File: config.mk
export PLATFORM = sky130hd
export DESIGN_NAME = wb_axis_bridge_top
export DESIGN_NICKNAME = d
export VERILOG_FILES = /design/src/ppfifo_pkg.sv /design/src/ppfifo.sv /design/src/ppfifo_axis_adapter.sv /design/src/wb_axis_bridge_top.sv /design/src/wb_ppfifo_writer.sv
export SDC_FILE = /design/constraint.sdc
export NUM_CORES = 1
export LEC_CHECK = 0
export BUFFER_PORTS_ARGS = -buffer_cell sky130_fd_sc_hd__buf_2
export CAP_MARGIN = 20
export CORE_AREA = 2 2 353 355
export DETAILED_ROUTE_END_ITERATION = 8
export DIE_AREA = 0 0 355 357
export GPL_TIMING_DRIVEN = 0
export HOLD_SLACK_MARGIN = 0.05
export PLACE_DENSITY = 0.56
export SLEW_MARGIN = 40
export SYNTH_ARGS = -nofsm -noshare
export SYNTH_HDL_FRONTEND = slang
export SYNTH_SLANG_ARGS = --single-unit
File: constraint.sdc
create_clock -name clk -period 9.7 [get_ports clk]
set_input_delay 0.97 -clock clk [delete_from_list [all_inputs] [get_ports clk]]
set_output_delay 0.97 -clock clk [all_outputs]
set_load 0.005 [all_outputs]
File: src/ppfifo_pkg.sv
// shared widths and depth for the wishbone to axi stream bridge
// wishbone address map and adapter state encodings
// packed structs for bus requests, stored words and stream beats

package ppfifo_pkg;

  // data path widths
  localparam int DATA_WIDTH = 32;
  localparam int USER_WIDTH = 1;

  // words per bank
  localparam int FIFO_DEPTH = 16;

  // word count within one bank, 0 to FIFO_DEPTH inclusive
  localparam int SIZE_WIDTH = 5;

  // wishbone word address
  localparam int ADDR_WIDTH = 2;

  // wishbone register map
  typedef enum logic [ADDR_WIDTH-1:0] {
    // push with user 0
    ADR_DATA      = 2'd0,
    // push with user 1
    ADR_DATA_USER = 2'd1,
    // close the current block
    ADR_COMMIT    = 2'd2,
    // read only
    ADR_STATUS    = 2'd3
  } wb_addr_e;

  // stream adapter fsm
  typedef enum logic [1:0] {
    IDLE    = 2'd0,
    READY   = 2'd1,
    RELEASE = 2'd2
  } adapter_state_e;

  // wishbone classic request from the master
  typedef struct packed {
    logic                  cyc;
    logic                  stb;
    logic                  we;
    logic [ADDR_WIDTH-1:0] adr;
    logic [DATA_WIDTH-1:0] dat;
  } wb_req_t;

  // one fifo entry, user bit above data
  typedef struct packed {
    logic [USER_WIDTH-1:0] user;
    logic [DATA_WIDTH-1:0] data;
  } ppfifo_word_t;

  // one stream beat
  typedef struct packed {
    logic [DATA_WIDTH-1:0] data;
    logic [USER_WIDTH-1:0] user;
    logic                  last;
  } axis_beat_t;

endpackage

File: src/ppfifo.sv
// two-bank ping-pong fifo on a single clock
// writer and reader each own one bank at a time
// banks are handed over in commit order, reads are first-word fall-through

`timescale 1ns/1ps

module ppfifo (
  input  logic                              clk,
  input  logic                              rst,

  // write side
  output logic                              o_wr_rdy,
  input  logic                              i_wr_act,
  input  logic                              i_wr_stb,
  input  ppfifo_pkg::ppfifo_word_t          i_wr_word,

  // read side
  output logic                              o_rd_rdy,
  input  logic                              i_rd_act,
  input  logic                              i_rd_stb,
  output logic [ppfifo_pkg::SIZE_WIDTH-1:0] o_rd_size,
  output ppfifo_pkg::ppfifo_word_t          o_rd_word
);

  import ppfifo_pkg::*;

  // both banks in one array, bank select is the top address bit
  ppfifo_word_t          mem [2*FIFO_DEPTH];

  // per bank word count and committed flag
  logic [SIZE_WIDTH-1:0] count [2];
  logic [1:0]            filled;

  // banks alternate on both sides
  // rd_sel is the commit-order pointer
  logic                  wr_sel;
  logic                  rd_sel;

  // previous act levels, for take and hand-back edges
  logic                  wr_act_q;
  logic                  rd_act_q;

  logic [SIZE_WIDTH-1:0] rd_ptr;
  logic [SIZE_WIDTH-1:0] wr_addr;
  logic [SIZE_WIDTH-1:0] rd_addr;

  logic                  wr_push;
  logic                  wr_commit;
  logic                  rd_release;

  assign wr_push    = i_wr_act & i_wr_stb;
  assign wr_commit  = wr_act_q & ~i_wr_act;
  assign rd_release = rd_act_q & ~i_rd_act;

  // {bank, word index}
  assign wr_addr = {wr_sel, count[wr_sel][SIZE_WIDTH-2:0]};
  assign rd_addr = {rd_sel, rd_ptr[SIZE_WIDTH-2:0]};

  // next write bank is free and not held
  assign o_wr_rdy = ~wr_act_q & ~filled[wr_sel];

  // oldest committed bank waiting for the reader
  assign o_rd_rdy = filled[rd_sel] & ~rd_act_q;

  // fall-through read port
  assign o_rd_size = count[rd_sel];
  assign o_rd_word = mem[rd_addr];

  // storage
  always_ff @(posedge clk) begin
    if (wr_push) begin
      mem[wr_addr] <= i_wr_word;
    end
  end

  always_ff @(posedge clk) begin
    if (rst) begin
      count[0] <= '0;
      count[1] <= '0;
      filled   <= 2'b00;
      wr_sel   <= 1'b0;
      rd_sel   <= 1'b0;
      wr_act_q <= 1'b0;
      rd_act_q <= 1'b0;
      rd_ptr   <= '0;
    end else begin
      wr_act_q <= i_wr_act;
      rd_act_q <= i_rd_act;

      if (wr_push) begin
        count[wr_sel] <= count[wr_sel] + 1'b1;
      end

      // commit, an empty bank just stays with the writer side
      if (wr_commit && (count[wr_sel] != '0)) begin
        filled[wr_sel] <= 1'b1;
        wr_sel         <= ~wr_sel;
      end

      if (i_rd_stb) begin
        rd_ptr <= rd_ptr + 1'b1;
      end

      // release frees the bank, reader moves to the next one in order
      // never the bank the writer holds, that one is not filled
      if (rd_release) begin
        filled[rd_sel] <= 1'b0;
        count[rd_sel]  <= '0;
        rd_sel         <= ~rd_sel;
        rd_ptr         <= '0;
      end
    end
  end

  // writer auto-commit must keep pushes within the bank
  a_no_push_full: assert property (
    @(posedge clk) disable iff (rst)
    wr_push |-> (count[wr_sel] < SIZE_WIDTH'(FIFO_DEPTH))
  );

  // adapter strobes only inside its bank
  a_rd_in_range: assert property (
    @(posedge clk) disable iff (rst)
    i_rd_stb |-> (i_rd_act && (rd_ptr < o_rd_size))
  );

endmodule

File: src/ppfifo_axis_adapter.sv
// drains committed ping-pong fifo banks onto an axi stream
// stored user bit maps to the stream user, last on the final word of a bank

`timescale 1ns/1ps

module ppfifo_axis_adapter (
  input  logic                              clk,
  input  logic                              rst,

  // fifo read side
  input  logic                              i_rd_rdy,
  output logic                              o_rd_act,
  output logic                              o_rd_stb,
  input  logic [ppfifo_pkg::SIZE_WIDTH-1:0] i_rd_size,
  input  ppfifo_pkg::ppfifo_word_t          i_rd_word,

  // axi stream master
  input  logic                              i_axis_ready,
  output logic                              o_axis_valid,
  output ppfifo_pkg::axis_beat_t            o_axis_beat
);

  import ppfifo_pkg::*;

  adapter_state_e        state;
  logic [SIZE_WIDTH-1:0] beat_cnt;
  logic                  beat_fire;
  logic                  beat_final;

  assign beat_fire  = o_axis_valid & i_axis_ready;
  // bank is never empty, so size minus one does not wrap
  assign beat_final = (beat_cnt == i_rd_size - 1'b1);

  // every accepted beat pops the fifo
  assign o_rd_stb = beat_fire;

  // fall-through word goes out as is
  always_comb begin
    o_axis_beat.data = i_rd_word.data;
    o_axis_beat.user = i_rd_word.user;
    o_axis_beat.last = o_axis_valid & beat_final;
  end

  always_ff @(posedge clk) begin
    // valid is only held high from READY
    o_axis_valid <= 1'b0;
    if (rst) begin
      state    <= IDLE;
      o_rd_act <= 1'b0;
      beat_cnt <= '0;
    end else begin
      case (state)
        IDLE: begin
          // act is already low here
          if (i_rd_rdy) begin
            beat_cnt <= '0;
            o_rd_act <= 1'b1;
            state    <= READY;
          end
        end
        READY: begin
          if (beat_cnt < i_rd_size) begin
            o_axis_valid <= 1'b1;
            if (beat_fire) begin
              beat_cnt <= beat_cnt + 1'b1;
              // stop right after the last beat
              if (beat_final) begin
                o_axis_valid <= 1'b0;
              end
            end
          end else begin
            // whole bank sent, hand it back
            o_rd_act <= 1'b0;
            state    <= RELEASE;
          end
        end
        RELEASE: begin
          // fifo sees the release this cycle
          state <= IDLE;
        end
        default: begin
          state <= IDLE;
        end
      endcase
    end
  end

  // stalled beat holds until taken
  a_beat_stable: assert property (
    @(posedge clk) disable iff (rst)
    (o_axis_valid && !i_axis_ready) |=> (o_axis_valid && $stable(o_axis_beat))
  );

endmodule

File: src/wb_axis_bridge_top.sv
// wishbone to axi stream bridge top level
// writer, ping-pong fifo and stream adapter in a chain

`timescale 1ns/1ps

module wb_axis_bridge_top (
  input  logic                              clk,
  input  logic                              rst,

  // wishbone classic slave
  input  ppfifo_pkg::wb_req_t               i_wb_req,
  output logic                              o_wb_ack,
  output logic [ppfifo_pkg::DATA_WIDTH-1:0] o_wb_dat,

  // axi stream master
  input  logic                              i_axis_ready,
  output logic                              o_axis_valid,
  output ppfifo_pkg::axis_beat_t            o_axis_beat
);

  import ppfifo_pkg::*;

  // write side
  logic                  wr_rdy;
  logic                  wr_act;
  logic                  wr_stb;
  ppfifo_word_t          wr_word;

  // read side
  logic                  rd_rdy;
  logic                  rd_act;
  logic                  rd_stb;
  logic [SIZE_WIDTH-1:0] rd_size;
  ppfifo_word_t          rd_word;

  wb_ppfifo_writer wb_ppfifo_writer_inst (
    .clk       (clk),
    .rst       (rst),
    .i_wb_req  (i_wb_req),
    .o_wb_ack  (o_wb_ack),
    .o_wb_dat  (o_wb_dat),
    .i_wr_rdy  (wr_rdy),
    .o_wr_act  (wr_act),
    .o_wr_stb  (wr_stb),
    .o_wr_word (wr_word)
  );

  ppfifo ppfifo_inst (
    .clk       (clk),
    .rst       (rst),
    .o_wr_rdy  (wr_rdy),
    .i_wr_act  (wr_act),
    .i_wr_stb  (wr_stb),
    .i_wr_word (wr_word),
    .o_rd_rdy  (rd_rdy),
    .i_rd_act  (rd_act),
    .i_rd_stb  (rd_stb),
    .o_rd_size (rd_size),
    .o_rd_word (rd_word)
  );

  ppfifo_axis_adapter ppfifo_axis_adapter_inst (
    .clk          (clk),
    .rst          (rst),
    .i_rd_rdy     (rd_rdy),
    .o_rd_act     (rd_act),
    .o_rd_stb     (rd_stb),
    .i_rd_size    (rd_size),
    .i_rd_word    (rd_word),
    .i_axis_ready (i_axis_ready),
    .o_axis_valid (o_axis_valid),
    .o_axis_beat  (o_axis_beat)
  );

endmodule

File: src/wb_ppfifo_writer.sv
// wishbone classic slave on the write side of the ping-pong fifo
// takes free banks, pushes data words with a user bit, commits blocks
// and answers status reads

`timescale 1ns/1ps

module wb_ppfifo_writer (
  input  logic                              clk,
  input  logic                              rst,

  // wishbone classic slave
  input  ppfifo_pkg::wb_req_t               i_wb_req,
  output logic                              o_wb_ack,
  output logic [ppfifo_pkg::DATA_WIDTH-1:0] o_wb_dat,

  // fifo write side
  input  logic                              i_wr_rdy,
  output logic                              o_wr_act,
  output logic                              o_wr_stb,
  output ppfifo_pkg::ppfifo_word_t          o_wr_word
);

  import ppfifo_pkg::*;

  wb_addr_e              adr;
  logic                  wb_access;
  logic                  wb_write;
  logic                  data_write;
  logic                  data_push;
  logic                  commit_req;
  logic                  auto_commit;
  logic [SIZE_WIDTH-1:0] word_cnt;
  logic [DATA_WIDTH-1:0] status_word;

  assign adr = wb_addr_e'(i_wb_req.adr);

  // ack is registered, so the access cycle with ack high is not a new one
  assign wb_access = i_wb_req.cyc & i_wb_req.stb & ~o_wb_ack;
  assign wb_write  = wb_access & i_wb_req.we;

  // data writes go straight through to the fifo
  assign data_write = wb_write & ((adr == ADR_DATA) | (adr == ADR_DATA_USER));
  // only while a bank is held, otherwise wait states
  assign data_push  = data_write & o_wr_act;

  // empty commits are dropped
  assign commit_req  = wb_write & (adr == ADR_COMMIT) & o_wr_act & (word_cnt != '0);
  // last word of a full bank closes it
  assign auto_commit = data_push & (word_cnt == SIZE_WIDTH'(FIFO_DEPTH - 1));

  assign o_wr_stb = data_push;

  always_comb begin
    o_wr_word.user = (adr == ADR_DATA_USER);
    o_wr_word.data = i_wb_req.dat;
  end

  // status register layout
  always_comb begin
    status_word                 = '0;
    status_word[0]              = o_wr_act;
    status_word[8 +: SIZE_WIDTH] = word_cnt;
  end

  always_ff @(posedge clk) begin
    if (rst) begin
      o_wb_ack <= 1'b0;
      o_wr_act <= 1'b0;
      word_cnt <= '0;
    end else begin
      // data writes without a bank hold the bus
      o_wb_ack <= wb_access & (~data_write | o_wr_act);

      if (!o_wr_act && i_wr_rdy) begin
        // grab the free bank
        o_wr_act <= 1'b1;
      end else if (commit_req || auto_commit) begin
        // falling act hands the bank to the reader
        o_wr_act <= 1'b0;
        word_cnt <= '0;
      end else if (data_push) begin
        word_cnt <= word_cnt + 1'b1;
      end
    end
  end

  // read data, status only at ADR_STATUS
  always_ff @(posedge clk) begin
    if (wb_access) begin
      if (!i_wb_req.we && (adr == ADR_STATUS)) begin
        o_wb_dat <= status_word;
      end else begin
        o_wb_dat <= '0;
      end
    end
  end

  // single-cycle ack per access
  a_ack_single: assert property (
    @(posedge clk) disable iff (rst)
    o_wb_ack |=> !o_wb_ack
  );

endmodule

==> flow_summary.toml <==
[setup_path]
reg2reg_slack_ns = 6.13
r2r_cells = 8
critPathLaunchType = "register"
cp.arrival_ns = 4.11
reg2reg_to = "ppfifo_inst.mem[16][12]"
crit_required_ns = 8.73
crit_type = "register to output pin"
crit_fanout = 10
end_kind = "output pin"

[sta]
rsz0062_at_grt = "false"
slew_viol_final = 0
min_period_over_period_pct = 52.4
tightest_slew_ns = 0.869
finalSetupViolCount = 0
finalHoldViolCount = 0
fmax_ghz = 0.197
fin_tns_setup_ns = 0
skew_ns = 0.0194
fin_crit_ns = 5.08
max_slew_margin_pct = 42.0
holdWs_ns = 0.503

[floorplanning]
coreArea_mm2 = 0.123
die_y_um = 357
die_w_um = 355
start_util_pct = 34.8
die_area_mm2 = 0.127
row_count = 129
ios = 108

[cts]
clk_latency_ns = 0.69
postCtsSetupRepairBufs = 0
clkSlewWorstSetupHoldPaths_ns = 0.06
cts_tree = "built"
htreeDepth = 3
cts_resized = 0
numCtsBuffers = 111
clockBufferDepth = 3
root_buffer = "clkbuf_16"
postCtsHoldBufs = 0
clock_sinks = 1100

[placement]
dp_cells = 3683
io_buffers = 79
gp_congestion = 0.770
dpl.hpwl_um = 71800

[worst_hold_path]
whs_endpoint = "ppfifo_inst.rd_act_q"
hold_class = "register to register"
holdPathStages = 2
hp-start = "ppfifo_axis_adapter_inst.o_rd_act"

[power_and_ir_drop]
total_leakage_power_nw = 15.6
internal-power_mw = 7.57
combPwrFrac_pct = 1.1
seqPwrFrac_pct = 55.2
clkPwrFrac_pct = 43.7
power_density_mw_per_mm2 = 186
vdd_drop_max_mv = 0.125
p_sw_mw = 1.86
switching_share_pct = 19.7

[synthesis]
synth_ff_type = "edfxtp_1"
synth-async-reset-ratio_pct = 0
synth_edf_count = 1062
ys_seq_elements = 1100
synth.distinct_cells = 52
seq_area_frac_synth_pct = 76.4
syn_inst = 1856
yosys_warnings = 0
avgSynthCellArea_um2 = 23.0
netlist_area_mm2 = 0.0427

[drt]
drt_wl_total_um = 107000
avgViaCountPerCell = 5.21
postRouteAntennaNets = 0
first_pass_iters = 5
first_iter_violations = 2159
vias = 20251
drcViolationCount = 0
wl_per_cell_um = 27.5

[final_layout]
stdcell_count = 3888
nets = 2215
post_route_cells_drive_above_1_share_pct = 35.7
syn2layout_area_growth_pct = 18.7
n_antenna_cell = 0

[flow_run]
drv_cap = 0

[global_routing]
track_usage_pct = 16.9
grt_start_max_net_pins = 33
grt_pass1_vias = 20984
grt_overflow = 0
grt_pass1_wl_um = 152000
antenna_found_initial = 1

[status]
outcome = "complete, no violations"
worst max path at each step:
| stage | from | endpoint | slack, ns | depth (start not counted) |
|---|---|---|---|---|
| 6_report | ppfifo_inst.rd_ptr[1] | o_axis_beat[12] | 4.62 | 7 |
| 3_5_place_dp | ppfifo_inst.rd_ptr[1] | o_axis_beat[27] | 5.24 | 7 |
| 2_1_floorplan | i_wb_req[35] | ppfifo_inst.mem[11][0] | 5.83 | 6 |
| 3_3_place_gp | i_wb_req[35] | ppfifo_inst.mem[29][9] | 3.10 | 7 |
| 4_1_cts | ppfifo_inst.rd_ptr[1] | o_axis_beat[27] | 4.47 | 7 |
| 5_1_grt | ppfifo_inst.rd_ptr[1] | o_axis_beat[12] | 4.45 | 7 |
per-stage QoR:
step / area, um2 / setup WS (ns) / power [mW] / utilization, %
final: 50800 / 4.62 / 9.43 / 41.3
after global routing: 50800 / 4.45 / 9.69 / 41.3
after CTS: 50700 / 4.47 / 9.50 / 41.3
after detailed placement: 47300 / 5.24 / 5.41 / 38.4
after global placement: 45300 / 3.10 / 5.40 / 36.8
after floorplan: 42800 / 5.83 / 5.34 / -
registers in the layout (all words and copies together), names as in the netlist, 2 cells and up, named ones only:
signal	flops
wb_ppfifo_writer_inst.word_cnt	5
ppfifo_inst.mem	1056
ppfifo_axis_adapter_inst.state	2
ppfifo_axis_adapter_inst.beat_cnt	5
ppfifo_inst.count	10
ppfifo_inst.filled	2
ppfifo_inst.rd_ptr	4
wb_ppfifo_writer_inst.o_wb_dat	6
cell usage in the layout (no fill, tap or decap), types with 31 or more instances in the layout:
master,count
clkbuf_1,47
nor2_4,32
edfxtp_1,1062
dfxtp_1,38
mux4_2,330
mux2_2,33
nand2_1,36
buf_16,33
clkbuf_16,111
clkinv_1,31
buf_4,31
buf_2,108
buf_8,52
final cells by class:
cell class              instances  area (um2)
fillers                     10639       72200
flip-flops and latches       1100       32700
multi-input cells             646        9760
clock buffers                 136        2870
repair buffers                166        2100
well taps                    1637        2050
plain buffers                 119         656
clock inverters                68         599
inverters                      16        60.1
kinds of logic after synthesis:
| family | Yosys count | synth area share [%] |
|---|---|---|
| AOI/OAI and AO/OA | 47 | 0.729 |
| xor gates and xnor gates | 17 | 0.381 |
| adders and majority gates | 15 | 0.439 |
| buffers and inverters | 135 | 1.58 |
| DFF | 1100 | 76.4 |
| muxes | 379 | 18.6 |
| other | 1 | 0.00877 |
| and+or+nand+nor | 162 | 1.85 |
cells in the mapped netlist (5+ instances only):
library cell / count / area share [%]
edfxtp_1: 1062 / 75
mux4_2: 330 / 17
nor2_1: 56 / 0.49
clkbuf_1: 52 / 0.46
dfxtp_1: 38 / 1.8
nand2_1: 36 / 0.32
mux2_2: 33 / 0.87
buf_4: 30 / 0.53
buf_2: 26 / 0.30
a21oi_1: 18 / 0.21
inv_1: 16 / 0.14
mux2i_1: 16 / 0.37
ha_1: 15 / 0.44
nor3_1: 11 / 0.13
xnor2_1: 9 / 0.18
buf_1: 8 / 0.070
nand3_1: 8 / 0.094
nor2b_1: 8 / 0.12
xor2_1: 7 / 0.14
and2_1: 6 / 0.088
nand4_1: 6 / 0.088
nand2b_1: 5 / 0.073
nor3b_1: 5 / 0.088
o21ai_0: 5 / 0.059
power groups by stage:
| stage | combinational, mW | clock (mW) | sequential (mW) |
|---|---|---|---|
| final | 0.103 | 4.12 | 5.21 |
| after detailed placement | 0.103 | 0 | 5.31 |
| after global placement | 0.0911 | 0 | 5.31 |
| after CTS | 0.103 | 4.19 | 5.21 |
| after global routing | 0.115 | 4.37 | 5.21 |
| after floorplan | 0.0258 | 0 | 5.31 |
worst max-delay path, stage by stage, from the launching register on:
cell and delay [ns]:
dfxtp_1 0.48, clkbuf_1 0.32, clkbuf_1 0.57, clkbuf_1 0.66, mux4_2 0.41, mux4_2 0.52
mux2_2 0.32, buf_2 0.13
routing by layer:
metal  vias to the layer above  global-route usage [%]  part of all wire [%]  wire length [um]
li1                       8451                       -                     -                 -
met1                     10948                    22.6                    41             43900
met2                       712                    28.5                    50             53800
met3                       140                    3.14                   6.6              7090
met4                         0                    4.28                   2.1              2300
met5                         -                       0                     0                 0
No activity file was read; power rests on OpenSTA's default activity.
